$ cat src/include/lc3b_config.svh
// LC-3b sizing macros fixed by the ISA and not meant to be changed
`ifndef LC3B_CONFIG_SVH
`define LC3B_CONFIG_SVH

// Data and address width
`define LC3B_WORD_W 16

// Architectural register count
`define LC3B_NUM_REGS 8

// First fetch address after reset
`define LC3B_RESET_PC 16'h0000

// SHF amount field width
`define LC3B_SHAMT_W 4

`endif

$ cat src/hw/lc3b_pkg.sv
// Shared LC-3b types where the instruction views assume a 16-bit word
`default_nettype none

`include "lc3b_config.svh"

package lc3b_pkg;

	typedef logic [`LC3B_WORD_W-1:0] lc3b_word;
	typedef logic [2:0] lc3b_reg;

	// Flags held as {n, z, p}
	typedef logic [2:0] lc3b_cc;

	typedef enum logic [3:0] {
		OP_BR   = 4'h0,
		OP_ADD  = 4'h1,
		OP_LDB  = 4'h2,
		OP_STB  = 4'h3,
		OP_JSR  = 4'h4,
		OP_AND  = 4'h5,
		OP_LDR  = 4'h6,
		OP_STR  = 4'h7,
		OP_RTI  = 4'h8,
		OP_NOT  = 4'h9,
		OP_LDI  = 4'ha,
		OP_STI  = 4'hb,
		OP_JMP  = 4'hc,
		OP_SHF  = 4'hd,
		OP_LEA  = 4'he,
		OP_TRAP = 4'hf
	} lc3b_opcode;

	typedef enum logic [2:0] {
		ALU_ADD,
		ALU_AND,
		ALU_NOT,
		ALU_SHF,
		ALU_PASS_ADDR
	} lc3b_alu_op;

	typedef struct packed {
		lc3b_opcode opcode;
		lc3b_reg dr;
		lc3b_reg sr1;
		logic imm_flag;
		logic [1:0] rsvd;
		lc3b_reg sr2;
	} lc3b_instr_reg_t;

	// SHF reuses this view with imm_flag as A, imm5[4] as D
	typedef struct packed {
		lc3b_opcode opcode;
		lc3b_reg dr;
		lc3b_reg sr1;
		logic imm_flag;
		logic [4:0] imm5;
	} lc3b_instr_imm_t;

	typedef struct packed {
		lc3b_opcode opcode;
		logic n;
		logic z;
		logic p;
		logic [8:0] offset9;
	} lc3b_instr_br_t;

	typedef union packed {
		lc3b_instr_reg_t r;
		lc3b_instr_imm_t i;
		lc3b_instr_br_t b;
	} lc3b_instr_u;

	typedef struct packed {
		lc3b_alu_op alu_op;
		logic use_imm;
		logic writes_reg;
		logic sets_cc;
		logic is_br;
		logic is_jmp;
	} lc3b_ctrl_t;

endpackage

`default_nettype wire

$ cat src/hw/lc3b_fetch.sv
// Fetch stage that trusts i_imem_rdata only while i_imem_resp is high for the current address
`timescale 1ns/1ps
`default_nettype none

`include "lc3b_config.svh"

module lc3b_fetch
(
	input wire logic i_clk,
	input wire logic i_reset,
	input wire logic i_imem_resp,
	input lc3b_pkg::lc3b_word i_imem_rdata,
	input wire logic i_redirect,
	input lc3b_pkg::lc3b_word i_target,
	output lc3b_pkg::lc3b_word o_imem_addr,
	output logic o_fd_valid,
	output lc3b_pkg::lc3b_word o_fd_instr,
	output lc3b_pkg::lc3b_word o_fd_pc2
);

	import lc3b_pkg::*;

	lc3b_word pc;
	lc3b_word pc_plus2;
	lc3b_word pc_next;
	logic load_pc;

	assign o_imem_addr = pc;
	assign pc_plus2 = pc + `LC3B_WORD_W'(2);

	// Redirect wins over a pending response
	assign pc_next = i_redirect ? i_target : pc_plus2;
	assign load_pc = i_redirect || i_imem_resp;

	always_ff @(posedge i_clk)
	begin
		if (i_reset)
			pc <= `LC3B_RESET_PC;
		else if (load_pc)
			pc <= pc_next;
	end

	always_ff @(posedge i_clk)
	begin
		if (i_reset || i_redirect)
			o_fd_valid <= 1'b0;
		else
			o_fd_valid <= i_imem_resp;
	end

	always_ff @(posedge i_clk)
	begin
		if (i_imem_resp)
		begin
			o_fd_instr <= i_imem_rdata;
			o_fd_pc2 <= pc_plus2;
		end
	end

endmodule

`default_nettype wire

$ cat src/hw/lc3b_regfile.sv
// Register file with write-through so a same-cycle read sees the incoming data
`timescale 1ns/1ps
`default_nettype none

`include "lc3b_config.svh"

module lc3b_regfile
(
	input wire logic i_clk,
	input wire logic i_reset,
	input wire logic i_we,
	input lc3b_pkg::lc3b_reg i_dest,
	input lc3b_pkg::lc3b_word i_data,
	input lc3b_pkg::lc3b_reg i_src_a,
	input lc3b_pkg::lc3b_reg i_src_b,
	output lc3b_pkg::lc3b_word o_a,
	output lc3b_pkg::lc3b_word o_b
);

	import lc3b_pkg::*;

	lc3b_word regs [`LC3B_NUM_REGS];

	always_ff @(posedge i_clk)
	begin
		if (i_reset)
			regs <= '{default: '0};
		else if (i_we)
			regs[i_dest] <= i_data;
	end

	assign o_a = (i_we && i_dest == i_src_a) ? i_data : regs[i_src_a];
	assign o_b = (i_we && i_dest == i_src_b) ? i_data : regs[i_src_b];

endmodule

`default_nettype wire

$ cat src/hw/lc3b_decode.sv
// Decode stage that turns every opcode outside ADD AND NOT SHF LEA BR JMP into a bubble
`timescale 1ns/1ps
`default_nettype none

module lc3b_decode
(
	input wire logic i_clk,
	input wire logic i_reset,
	input wire logic i_flush,
	input wire logic i_fd_valid,
	input lc3b_pkg::lc3b_word i_fd_instr,
	input lc3b_pkg::lc3b_word i_fd_pc2,
	input wire logic i_wb_we,
	input lc3b_pkg::lc3b_reg i_wb_dest,
	input lc3b_pkg::lc3b_word i_wb_data,
	output logic o_de_valid,
	output lc3b_pkg::lc3b_word o_de_pc2,
	output lc3b_pkg::lc3b_instr_u o_de_instr,
	output lc3b_pkg::lc3b_ctrl_t o_de_ctrl,
	output lc3b_pkg::lc3b_word o_de_op_a,
	output lc3b_pkg::lc3b_word o_de_op_b,
	output lc3b_pkg::lc3b_reg o_de_src_a,
	output lc3b_pkg::lc3b_reg o_de_src_b
);

	import lc3b_pkg::*;

	lc3b_instr_u instr;
	lc3b_ctrl_t ctrl;
	logic supported;
	lc3b_reg src_a;
	lc3b_reg src_b;
	lc3b_word rf_a;
	lc3b_word rf_b;

	assign instr = i_fd_instr;

	always_comb
	begin
		ctrl = '0;
		supported = 1'b1;
		case (instr.r.opcode)
			OP_ADD, OP_AND:
			begin
				ctrl.alu_op = (instr.r.opcode == OP_ADD) ? ALU_ADD : ALU_AND;
				ctrl.use_imm = instr.r.imm_flag;
				ctrl.writes_reg = 1'b1;
				ctrl.sets_cc = 1'b1;
			end
			OP_NOT, OP_SHF:
			begin
				ctrl.alu_op = (instr.r.opcode == OP_NOT) ? ALU_NOT : ALU_SHF;
				ctrl.writes_reg = 1'b1;
				ctrl.sets_cc = 1'b1;
			end
			OP_LEA:
			begin
				// LC-3b LEA leaves the codes alone
				ctrl.alu_op = ALU_PASS_ADDR;
				ctrl.writes_reg = 1'b1;
			end
			OP_BR:
				ctrl.is_br = 1'b1;
			OP_JMP:
				ctrl.is_jmp = 1'b1;
			default:
				supported = 1'b0;
		endcase
	end

	// BaseR sits in the sr1 field for JMP
	assign src_a = instr.r.sr1;
	assign src_b = ctrl.is_jmp ? instr.r.sr1 : instr.r.sr2;

	lc3b_regfile regfile_i
	(
		.i_clk(i_clk),
		.i_reset(i_reset),
		.i_we(i_wb_we),
		.i_dest(i_wb_dest),
		.i_data(i_wb_data),
		.i_src_a(src_a),
		.i_src_b(src_b),
		.o_a(rf_a),
		.o_b(rf_b)
	);

	always_ff @(posedge i_clk)
	begin
		if (i_reset || i_flush)
			o_de_valid <= 1'b0;
		else
			o_de_valid <= i_fd_valid && supported;
	end

	always_ff @(posedge i_clk)
	begin
		o_de_pc2 <= i_fd_pc2;
		o_de_instr <= instr;
		o_de_ctrl <= ctrl;
		o_de_op_a <= rf_a;
		o_de_op_b <= rf_b;
		o_de_src_a <= src_a;
		o_de_src_b <= src_b;
	end

endmodule

`default_nettype wire

$ cat src/hw/lc3b_execute.sv
// Execute stage where only the result stage forwards and branches read the forwarded codes
`timescale 1ns/1ps
`default_nettype none

`include "lc3b_config.svh"

module lc3b_execute
(
	input wire logic i_clk,
	input wire logic i_reset,
	input wire logic i_de_valid,
	input lc3b_pkg::lc3b_word i_de_pc2,
	input lc3b_pkg::lc3b_instr_u i_de_instr,
	input lc3b_pkg::lc3b_ctrl_t i_de_ctrl,
	input lc3b_pkg::lc3b_word i_de_op_a,
	input lc3b_pkg::lc3b_word i_de_op_b,
	input lc3b_pkg::lc3b_reg i_de_src_a,
	input lc3b_pkg::lc3b_reg i_de_src_b,
	input wire logic i_wb_we,
	input lc3b_pkg::lc3b_reg i_wb_dest,
	input lc3b_pkg::lc3b_word i_wb_data,
	input lc3b_pkg::lc3b_cc i_cc_fwd,
	output logic o_redirect,
	output lc3b_pkg::lc3b_word o_target,
	output logic o_ex_valid,
	output lc3b_pkg::lc3b_reg o_ex_dest,
	output lc3b_pkg::lc3b_word o_ex_result,
	output logic o_ex_sets_cc
);

	import lc3b_pkg::*;

	lc3b_word op_a;
	lc3b_word op_b_reg;
	lc3b_word op_b;
	lc3b_word imm5_sext;
	lc3b_word off9_sext;
	lc3b_word addr_sum;
	lc3b_word shift_out;
	lc3b_word alu_out;
	logic [`LC3B_SHAMT_W-1:0] shamt;
	logic br_taken;

	// Forward from the instruction retiring this cycle
	assign op_a = (i_wb_we && i_wb_dest == i_de_src_a) ? i_wb_data : i_de_op_a;
	assign op_b_reg = (i_wb_we && i_wb_dest == i_de_src_b) ? i_wb_data : i_de_op_b;

	assign imm5_sext = {{(`LC3B_WORD_W-5){i_de_instr.i.imm5[4]}}, i_de_instr.i.imm5};
	assign op_b = i_de_ctrl.use_imm ? imm5_sext : op_b_reg;

	// Word offset, so shifted left by one
	assign off9_sext = {{(`LC3B_WORD_W-10){i_de_instr.b.offset9[8]}},
		i_de_instr.b.offset9, 1'b0};
	assign addr_sum = i_de_pc2 + off9_sext;

	assign shamt = i_de_instr.i.imm5[`LC3B_SHAMT_W-1:0];

	always_comb
	begin
		if (!i_de_instr.i.imm5[4])
			shift_out = op_a << shamt;
		else if (!i_de_instr.i.imm_flag)
			shift_out = op_a >> shamt;
		else
			shift_out = lc3b_word'($signed(op_a) >>> shamt);
	end

	always_comb
	begin
		case (i_de_ctrl.alu_op)
			ALU_ADD:
				alu_out = op_a + op_b;
			ALU_AND:
				alu_out = op_a & op_b;
			ALU_NOT:
				alu_out = ~op_a;
			ALU_SHF:
				alu_out = shift_out;
			ALU_PASS_ADDR:
				alu_out = addr_sum;
			default:
				alu_out = '0;
		endcase
	end

	assign br_taken = |({i_de_instr.b.n, i_de_instr.b.z, i_de_instr.b.p} & i_cc_fwd);

	assign o_redirect = i_de_valid && ((i_de_ctrl.is_br && br_taken) || i_de_ctrl.is_jmp);
	assign o_target = i_de_ctrl.is_jmp ? op_a : addr_sum;

	// Branches and JMP retire nothing, so valid here means a register write
	always_ff @(posedge i_clk)
	begin
		if (i_reset)
			o_ex_valid <= 1'b0;
		else
			o_ex_valid <= i_de_valid && i_de_ctrl.writes_reg;
	end

	always_ff @(posedge i_clk)
	begin
		o_ex_dest <= i_de_instr.r.dr;
		o_ex_result <= alu_out;
		o_ex_sets_cc <= i_de_ctrl.sets_cc;
	end

endmodule

`default_nettype wire

$ cat src/hw/lc3b_result.sv
// Result stage that owns the condition codes and resets them to z
`timescale 1ns/1ps
`default_nettype none

module lc3b_result
(
	input wire logic i_clk,
	input wire logic i_reset,
	input wire logic i_ex_valid,
	input lc3b_pkg::lc3b_reg i_ex_dest,
	input lc3b_pkg::lc3b_word i_ex_result,
	input wire logic i_ex_sets_cc,
	output logic o_wb_valid,
	output lc3b_pkg::lc3b_reg o_wb_dest,
	output lc3b_pkg::lc3b_word o_wb_data,
	output lc3b_pkg::lc3b_cc o_wb_cc,
	output lc3b_pkg::lc3b_cc o_cc_fwd
);

	import lc3b_pkg::*;

	lc3b_cc cc_reg;
	lc3b_cc cc_gen;
	lc3b_cc cc_next;
	logic cc_load;

	always_comb
	begin
		if ($signed(i_ex_result) < 0)
			cc_gen = 3'b100;
		else if (i_ex_result == '0)
			cc_gen = 3'b010;
		else
			cc_gen = 3'b001;
	end

	assign cc_load = i_ex_valid && i_ex_sets_cc;
	assign cc_next = cc_load ? cc_gen : cc_reg;

	always_ff @(posedge i_clk)
	begin
		if (i_reset)
			cc_reg <= 3'b010;
		else if (cc_load)
			cc_reg <= cc_gen;
	end

	// Next-younger instruction sees the codes as updated here
	assign o_cc_fwd = cc_next;
	assign o_wb_cc = cc_next;

	assign o_wb_valid = i_ex_valid;
	assign o_wb_dest = i_ex_dest;
	assign o_wb_data = i_ex_result;

endmodule

`default_nettype wire

$ cat src/hw/lc3b_core.sv
// LC-3b core top without a data port where an accepted word retires three cycles later
`timescale 1ns/1ps
`default_nettype none

module lc3b_core
(
	input wire logic i_clk,
	input wire logic i_reset,
	input wire logic i_imem_resp,
	input lc3b_pkg::lc3b_word i_imem_rdata,
	output lc3b_pkg::lc3b_word o_imem_addr,
	output logic o_wb_valid,
	output lc3b_pkg::lc3b_reg o_wb_dest,
	output lc3b_pkg::lc3b_word o_wb_data,
	output lc3b_pkg::lc3b_cc o_wb_cc
);

	import lc3b_pkg::*;

	logic fd_valid;
	lc3b_word fd_instr;
	lc3b_word fd_pc2;

	logic de_valid;
	lc3b_word de_pc2;
	lc3b_instr_u de_instr;
	lc3b_ctrl_t de_ctrl;
	lc3b_word de_op_a;
	lc3b_word de_op_b;
	lc3b_reg de_src_a;
	lc3b_reg de_src_b;

	logic redirect;
	lc3b_word target;

	logic ex_valid;
	lc3b_reg ex_dest;
	lc3b_word ex_result;
	logic ex_sets_cc;

	lc3b_cc cc_fwd;

	lc3b_fetch fetch_i
	(
		.i_clk(i_clk),
		.i_reset(i_reset),
		.i_imem_resp(i_imem_resp),
		.i_imem_rdata(i_imem_rdata),
		.i_redirect(redirect),
		.i_target(target),
		.o_imem_addr(o_imem_addr),
		.o_fd_valid(fd_valid),
		.o_fd_instr(fd_instr),
		.o_fd_pc2(fd_pc2)
	);

	lc3b_decode decode_i
	(
		.i_clk(i_clk),
		.i_reset(i_reset),
		.i_flush(redirect),
		.i_fd_valid(fd_valid),
		.i_fd_instr(fd_instr),
		.i_fd_pc2(fd_pc2),
		.i_wb_we(o_wb_valid),
		.i_wb_dest(o_wb_dest),
		.i_wb_data(o_wb_data),
		.o_de_valid(de_valid),
		.o_de_pc2(de_pc2),
		.o_de_instr(de_instr),
		.o_de_ctrl(de_ctrl),
		.o_de_op_a(de_op_a),
		.o_de_op_b(de_op_b),
		.o_de_src_a(de_src_a),
		.o_de_src_b(de_src_b)
	);

	lc3b_execute execute_i
	(
		.i_clk(i_clk),
		.i_reset(i_reset),
		.i_de_valid(de_valid),
		.i_de_pc2(de_pc2),
		.i_de_instr(de_instr),
		.i_de_ctrl(de_ctrl),
		.i_de_op_a(de_op_a),
		.i_de_op_b(de_op_b),
		.i_de_src_a(de_src_a),
		.i_de_src_b(de_src_b),
		.i_wb_we(o_wb_valid),
		.i_wb_dest(o_wb_dest),
		.i_wb_data(o_wb_data),
		.i_cc_fwd(cc_fwd),
		.o_redirect(redirect),
		.o_target(target),
		.o_ex_valid(ex_valid),
		.o_ex_dest(ex_dest),
		.o_ex_result(ex_result),
		.o_ex_sets_cc(ex_sets_cc)
	);

	lc3b_result result_i
	(
		.i_clk(i_clk),
		.i_reset(i_reset),
		.i_ex_valid(ex_valid),
		.i_ex_dest(ex_dest),
		.i_ex_result(ex_result),
		.i_ex_sets_cc(ex_sets_cc),
		.o_wb_valid(o_wb_valid),
		.o_wb_dest(o_wb_dest),
		.o_wb_data(o_wb_data),
		.o_wb_cc(o_wb_cc),
		.o_cc_fwd(cc_fwd)
	);

endmodule

`default_nettype wire

$ cat config.mk
export PLATFORM = sky130hd
export DESIGN_NAME = lc3b_core
export DESIGN_NICKNAME = d
export VERILOG_FILES = /design/src/hw/lc3b_pkg.sv /design/src/hw/lc3b_fetch.sv /design/src/hw/lc3b_regfile.sv /design/src/hw/lc3b_decode.sv /design/src/hw/lc3b_execute.sv /design/src/hw/lc3b_result.sv /design/src/hw/lc3b_core.sv
export VERILOG_INCLUDE_DIRS = /design/src /design/src/include
export SDC_FILE = /design/constraint.sdc
export NUM_CORES = 1
export LEC_CHECK = 0
export ABC_AREA = 1
export BUFFER_PORTS_ARGS = -buffer_cell sky130_fd_sc_hd__buf_2
export CORE_MARGIN = 3
export CORE_UTILIZATION = 59
export CTS_CLUSTER_DIAMETER = 200
export DETAILED_ROUTE_END_ITERATION = 10
export GPL_TIMING_DRIVEN = 0
export PLACE_DENSITY = 0.77
export SYNTH_ARGS = -nofsm -noshare
export SYNTH_HDL_FRONTEND = slang
export SYNTH_SLANG_ARGS = --single-unit
$ cat constraint.sdc
create_clock -name i_clk -period 7.8 [get_ports i_clk]
set_input_delay 1.17 -clock i_clk [delete_from_list [all_inputs] [get_ports i_clk]]
set_output_delay 1.17 -clock i_clk [all_outputs]
set_load 0.02 [all_outputs]
---- Yosys cells after proc, flatten, opt, wreduce, memory -nomap -nowiden ----
Cells that the tools add are included.
operators by class
  reduce and logical (&&, ||, !) cells .... 22
  order comparisons ....................... 5
  shift operators ......................... 3
  bitwise logic cells ..................... 6
  mux-type cells .......................... 31
  $add $sub $neg .......................... 3
  equality and inequality tests ........... 14
operator list
  cell                   number
  $mux 16                14
  $bwmux 128             1
  $bmux 16 s3            2
  $pmux 16 s5            1
  $demux 16 s3           1
  $add 16x16->16         2
  $add 16x2->16 const B  1
  $and 16x16->16         1
  $eq 4x4->1 const B     4
  $logic_not 16->1       1
  $lt 16x1->1 const B    1
  $not 16->16            1
  $shl 16x4->16          1
  $shr 16x4->16          1
  $sshr 16x4->16         1
  $eq 3x3->1             4
  $ge 4x4->1 const B     3
  $not 3->4              3
  $logic_and 1x1->1      10
  $mux 3                 3
  $pmux 3 s3             1
  $mux 1                 7
  $reduce_or 7->1        1
  $eq 3x2->1 const B     2
  14 further kinds       17
word-level totals
  output and inout bits ................... 39
  logic and storage cells ................. 114
  register bits ........................... 276

---- Depth between registers and ports, before layout ----
Gate-level depths: netlist of run 1.
  word-level depth ........................ 10
  depth in mapped cells ................... 23
  gate-level depth less buffers ........... 21

---- Hierarchy ----
A second synthesis of run 1 with hierarchy kept.
unflattened totals
  cell total of the unflattened synthesis .. 2,461
  area, all modules ....................... 16,428.3 um^2
by module, submodules not included
  module        cells each  area an instance (um^2)  times used
  lc3b_regfile  1,214       7,526.0                  1
  lc3b_execute  886         4,804.6                  1
  lc3b_fetch    193         2,053.2                  1
  lc3b_decode   114         1,687.9                  1
  lc3b_result   54          356.6                    1

---- Worst setup path after synthesis of run 1 ----
No wires, ideal clock.
  path kind ............................... reg2reg
  start ................................... register execute_i.o_ex_dest[0]
  end ..................................... register execute_i.o_ex_result[12]
  data arrival time ....................... 3.244 ns
  data required time ...................... 7.685 ns
  library setup time ...................... 0.115 ns
  setup slack ............................. 4.442 ns
  buffers on the path ..................... 1
  stages on the path, launching flop included .. 22
  period minus slack after synthesis ...... 3.358 ns
  cells stage by stage .................... dfxtp_1 inv_1 o22ai_1 a21oi_1 nand2_1 inv_1 clkbuf_1 o21ai_0 o22ai_1 ha_1 fa_1 a21oi_1 o21ai_0 nand2_1 nand2_1 nand3_1 nand2_1 nand3_1 nand2_1 or2_2 a21oi_1 nand2_1
between the ends
  word-level cells in the longest chain between the ends .. 7
  elaborated cells on any way between the ends .. 16
  those cells by class .................... add/sub (1); eq/ne (2); shift (3); mux (6); bitwise (2); reduce/logical (2)
RTL lines
  element                                                 line                 text
  start, declared                                         lc3b_execute.sv:26   output lc3b_pkg::lc3b_reg o_ex_dest,
  start signal, assigned                                  lc3b_execute.sv:102  o_ex_dest <= i_de_instr.r.dr;
  branches (longest 6 deep; another with $add 16x16->16)  -
  $pmux 16 s5 (*)                                         lc3b_execute.sv:70   case (i_de_ctrl.alu_op)
  end signal, assigned                                    lc3b_execute.sv:103  o_ex_result <= alu_out;
  end, declared                                           lc3b_execute.sv:27   output lc3b_pkg::lc3b_word o_ex_result,
Mark *: on every way between the ends.
A chain may end at the register's enable or synchronous reset.

---- Worst setup path after layout of run 1 ----
  start ................................... register execute_i.o_ex_dest[0]
  end ..................................... register execute_i.o_ex_result[8]
Same word-level chain as after synthesis.

==> reports/results.txt, run 1 <==
Status - finished clean
Final cell count without fillers - 2,618
Maxcap violations - 0
Antenna violations before repair - 0
Avg WL per Cell - 22.76 um
Post-layout util - 66.72%
Final Setup Violations - 0
Arr. time, crit path - 4.62 ns
Rel. slew slack - 32.20%
P&R area growth vs syn - 10.81%
Startpoint types - flip-flop
CTS tree - done
Residual DRC - 0
Metal-1 WL - 21,750 um
Sequential share of the synthesized area - 38.05%
Setup TNS - 0 ns
Synth cell count leaders - 342 x nand2_1, 335 x o21ai_0, 241 x dfxtp_1
Post-DRT Antenna Nets - 0
Via density - 6.489
Setup CP Type - reg2reg
Number of distinct library cells after synthesis - 51
Worst r2r src - execute_i.o_ex_dest[0]
Mean Syn Cell Area - 6.978 um2
Port bufs - 57
FMAX - 0.2374 GHz
Top post-synthesis cells by area - dfxtp_1 32%, o21ai_0 11%, nand2_1 8.4%
Hold buffer count at CTS - 0
Largest net degree at the start of global routing - 39
Met3 routed WL - 6522 um
Nets - 2,318
Worst path required time - 8.21 ns
Post-CTS setup repair buffer count - 0
Share of cells above drive strength 1 - 8.220%
Clk sinks - 273
Count leader, synth - nand2_1
Gpl congestion - 1.065
Pwr/cell area - 254.6 nW/um2
Initial Utilization - 60.21%
# rows - 58
DP Area - 15,910 um2
GRT Util Overall - 40.93%
R2r setup slk - 3.59 ns
Top FF cell, synth - dfxtp_1
Clock skew - 0.01542 ns
Die height - 166.5 um
Ys Warns - 0
Cell Area, Synth - 15,200 um2
Setup ws final - 3.588 ns
Post-cts gate resize count - 0
Pre-CTS WS - 3.742 ns
Remaining Overflow, GRT - 0
Pre-antenna DRT Iters - 6
Vias in the first global route - 15,870
Number of flip-flops in the largest register - 128
Worst-path clk slew - 0.07 ns
Net Count, Synth - 2,231
Hold path endpoint - execute_i.o_ex_sets_cc
Hold path depth - 0
First-pass GRT wire length - 90,420 um
Clock Latency Late Sink - 0.56 ns
Highest routing layer actually used - met4
Die X - 166.5 um
#FFs+latches synth - 273
Total I/O pin count - 58
Max Buffers Root-to-Sink - 3
Initial drt markers - 2,495
Hold Crit Start - decode_i.o_de_ctrl[2]
Final-report hold violation count - 0
Hold WC Path Type - reg2reg
Core ar. - 25,250 um2
Crit path capture type - flip-flop
Final WL - 59,590 um
Max VDD drop - 0.2354 mV
Met2 WL - 26,730 um
Fin area - 16,850 um2
Final worst path period need - 4.212 ns
Worst-margin pin slew - 1.017 ns
R2r worst-path depth - 18
Yosys top cell area share - 31.73%
Slew Limit Fails - 0
Die area - 27,730 um2
Lkg Pwr - 7.258 nW
Final worst path period share - 54.00%
Crit Path Max Fanout - 10
Post-synth EDFFs - 32
CTS H-tree depth - 1
Placed Instances - 2,566
Fraction of registers with async set/reset - 0%
CTS root buffer - clkbuf_16
Post-synth top area cell - dfxtp_1
Unrepaired setup endpoints after global routing - no
TritonCTS buffer count - 28
Largest reg by FF count - decode_i.regfile_i.regs
Mapped Cells - 2,179
Total number of vias - 16,990
Detail Placement HPWL - 44,200 um
FF-to-FF End - execute_i.o_ex_result[8]
where the power goes:
| group | switching, mW | internal [mW] |
|---|---|---|
| Clock | 0.582 | 0.804 |
| Combinational | 0.935 | 0.347 |
| Sequential | 0.100 | 1.52 |
| Total | 1.62 | 2.67 |
layer usage:
metal | GRT usage (%) | vias to the layer above
li1 | - | 7644
met1 | 51.24 | 7746
met2 | 66.25 | 1244
met3 | 7.311 | 354
met4 | 24.50 | 0
met5 | 0 | -
cells by family after synthesis:
family / after synthesis / share of synthesized area (%)
compound gates: 686 / 24.83
buf+inv: 332 / 8.723
simple gates: 830 / 24.14
fa+ha+maj: 33 / 2.814
flops: 273 / 38.05
xor+xnor: 25 / 1.440
final cells by class:
class / instances / area (um2)
Multi-Input combinational cell: 1574 / 8098
Antenna cell: 1 / 2.502
Tap cell: 330 / 412.9
Inverter: 184 / 695.7
Buffer: 148 / 630.6
Sequential cell: 273 / 5786
Clock buffer: 43 / 838.3
Timing Repair Buffer: 57 / 285.3
Clock inverter: 8 / 100.1
Fill cell: 2236 / 8406
how the worst max path moves through the flow:
| stage | from | end | cells after the start |
|---|---|---|---|
| final | execute_i.o_ex_dest[0] | execute_i.o_ex_result[8] | 18 |
| after global routing | execute_i.o_ex_dest[0] | execute_i.o_ex_result[12] | 21 |
| after global placement | execute_i.o_ex_dest[0] | execute_i.o_ex_result[8] | 18 |
| after CTS | execute_i.o_ex_dest[0] | execute_i.o_ex_result[8] | 18 |
| after floorplan | execute_i.o_ex_dest[0] | execute_i.o_ex_result[12] | 21 |
| after detailed placement | execute_i.o_ex_dest[0] | execute_i.o_ex_result[8] | 18 |
cell usage in the layout (no fill, tap or decap), types with 34 or more instances in the layout:
master    count
a21oi_1     208
buf_2        80
clkbuf_1    119
dfxtp_1     241
inv_1       177
nand2_1     342
nand3_1     210
nor2_1      196
o211ai_1     42
o21ai_0     335
o221ai_1     34
critical path, stage by stage, from the launching register on:
cell and delay (ns):
dfxtp_1 0.48, inv_1 0.15, o22ai_1 0.15, a21oi_1 0.06, nand2_1 0.28, inv_1 0.21, clkbuf_1 0.25, o21ai_0 0.21
o22ai_1 0.09, ha_1 0.26, fa_1 0.44, a21oi_1 0.18, o21ai_0 0.18, nand2_1 0.10, nand2_1 0.08, xnor2_1 0.16
nor2_1 0.06, a211oi_1 0.59, o21ai_1 0.15
through the flow:
step,total power [mW],hold WS (ns)
3_5_place_dp,2.855,0.3217
4_1_cts,4.215,0.3371
3_3_place_gp,2.842,0.3152
6_report,4.290,0.3367
5_1_grt,4.417,0.3470
2_1_floorplan,2.399,0.3096
Power figures use the tool's default switching activity.
==> inputs of run 2 (changes only) <==
clock period = 4.4 ns   (was 7.8 ns; I/O delays follow)
==> run 2 against run 1 <==
Against the previous run: worst setup slack lost 3.4 ns; non-clock buffer count is the same; clock skew is essentially flat; largest cell class unchanged; final cell count is essentially flat; first-iteration DRC count grew 7.7%; critical path depth shrank 1; design area is the same.
==> reports/results.txt, run 2 (synthesis results as in run 1) <==
Status - finished clean
# rows - 58
Via density - 6.535
Final-report hold violation count - 0
Post-DRT Antenna Nets - 0
Commonest non-fill, non-tap cell in the layout - nand2_1
Cell breakdown of the critical path - inv_1 > a211oi_1 > nand2_2 > inv_1 > clkbuf_1 > o21ai_0 > o22ai_1 > ha_1 > fa_1 > a21oi_1 > o21ai_0 > nand2_1 > nand2_1 > xnor2_1 > nor2_1 > a211oi_1 > o21ai_1
Hold WC Path Type - in2reg
Placed Instances - 2,566
Initial Utilization - 60.21%
Worst-margin pin slew - 1.010 ns
Post-layout util - 66.72%
Clock Latency Late Sink - 0.56 ns
Final Setup Violations - 0
Share of cells above drive strength 1 - 8.264%
Vias in the first global route - 15,870
Number of flip-flops in the largest register - 128
Total I/O pin count - 58
Crit path capture type - flip-flop
Pwr/cell area - 451.2 nW/um2
First-pass GRT wire length - 90,420 um
Gpl congestion - 1.065
Avg WL per Cell - 22.73 um
Detail Placement HPWL - 44,200 um
Initial drt markers - 2,688
Slew Limit Fails - 0
Antenna violations before repair - 0
Max VDD drop - 0.4142 mV
Max Buffers Root-to-Sink - 3
CTS tree - done
CTS root buffer - clkbuf_16
Setup CP Type - reg2reg
Biggest cell delay along the critical path - 0.62 ns
Die height - 166.5 um
FMAX - 0.2387 GHz
Rel. slew slack - 32.67%
Unrepaired setup endpoints after global routing - no
Setup TNS - 0 ns
Pre-CTS WS - 0.3422 ns
Final worst path period need - 4.189 ns
Residual DRC - 0
N_diodes - 0
Largest net degree at the start of global routing - 39
Worst path required time - 4.81 ns
Arr. time, crit path - 4.60 ns
Worst-path clk slew - 0.07 ns
Final worst path period share - 95.21%
Clock skew - 0.01558 ns
Remaining Overflow, GRT - 0
Die X - 166.5 um
Nets - 2,318
CTS H-tree depth - 1
Pre-antenna DRT Iters - 9
Maxcap violations - 0
Largest reg by FF count - decode_i.regfile_i.regs
Port bufs - 57
Crit Path Max Fanout - 10
Cell at the slowest stage of the critical path - a211oi_1
Final cell count without fillers - 2,617
Core ar. - 25,250 um2
Fillers - 2,235
Total number of vias - 17,100
Setup ws final - 0.2108 ns
TritonCTS buffer count - 28
Clk sinks - 273
Die area - 27,730 um2
Most frequent cells in the layout - 341 x nand2_1, 335 x o21ai_0, 241 x dfxtp_1
Lkg Pwr - 7.259 nW
Final WL - 59,490 um
GRT Util Overall - 40.93%
P&R area growth vs syn - 10.81%
Startpoint types - flip-flop
run 2: changes by cell type in the layout (fill, tap and decap cells not counted):
cell,delta
nand2_2,+1
nand2_1,-1
diode_2,-1
run 2: repair_timing:
action / CTS / global route
resized for setup: 0 / 1
setup buffers: 0 / 0
hold endpoints to repair: 0 / 0
endpoints found under the setup margin: 0 / 2
hold buffers: 0 / 0
run 2: area by class of cell:
class / count / area [um2] / area share (%)
multi-input combinational: 1574 / 8100 / 48.08
sequential: 273 / 5786 / 34.34
inverter: 184 / 695.7 / 4.129
clock inverter: 8 / 100.1 / 0.5941
buffer: 148 / 630.6 / 3.743
tap: 330 / 412.9 / 2.451
timing repair buffer: 57 / 285.3 / 1.693
clock buffer: 43 / 838.3 / 4.975
run 2: worst max-delay path: cells and delay by family, from the launching register on:
family,cells,cell delay [ns]
buf+inv,3,0.71
flops,1,0.48
simple gates,4,0.46
fa+ha+maj,2,0.47
xor+xnor,1,0.13
compound gates,7,1.78
run 2: path summary, 6_finish.rpt:
| path | from | end | slack [ns] | depth (start not counted) |
|---|---|---|---|---|
| worst max register to register | execute_i.o_ex_valid | execute_i.o_ex_result[8] | 0.21 | 17 |
| worst min-delay path | i_imem_rdata[10] | fetch_i.o_fd_instr[10] | 0.28 | 1 |
| worst min register to register | decode_i.o_de_ctrl[2] | execute_i.o_ex_sets_cc | 0.34 | 0 |
| worst max-delay path | execute_i.o_ex_valid | execute_i.o_ex_result[8] | 0.21 | 17 |
run 2: where the power goes:
part / total [mW] / switching [mW] / internal (mW)
Sequential: 2.88 / 0.176 / 2.70
Clock: 2.45 / 1.02 / 1.43
Combinational: 2.28 / 1.66 / 0.615
run 2: per-stage QoR:
step	hold slack, ns	power (mW)	cell area (um2)
6_report	0.2756	7.602	16850
2_1_floorplan	0.3096	4.253	15200
3_5_place_dp	0.3217	5.062	15910
5_1_grt	0.2653	7.831	16850
4_1_cts	0.2658	7.473	16850
3_3_place_gp	0.3152	5.038	15900
run 2: metal layers:
layer  wire length, um  vias up  track usage [%]  share of wire (%)
li1                  -     7636                -                  -
met1             21780     7817            51.24                 37
met2             26500     1276            66.25                 45
met3              6463      373            7.311                 11
met4              4751        0            24.50                8.0
met5                 0        -                0                  0
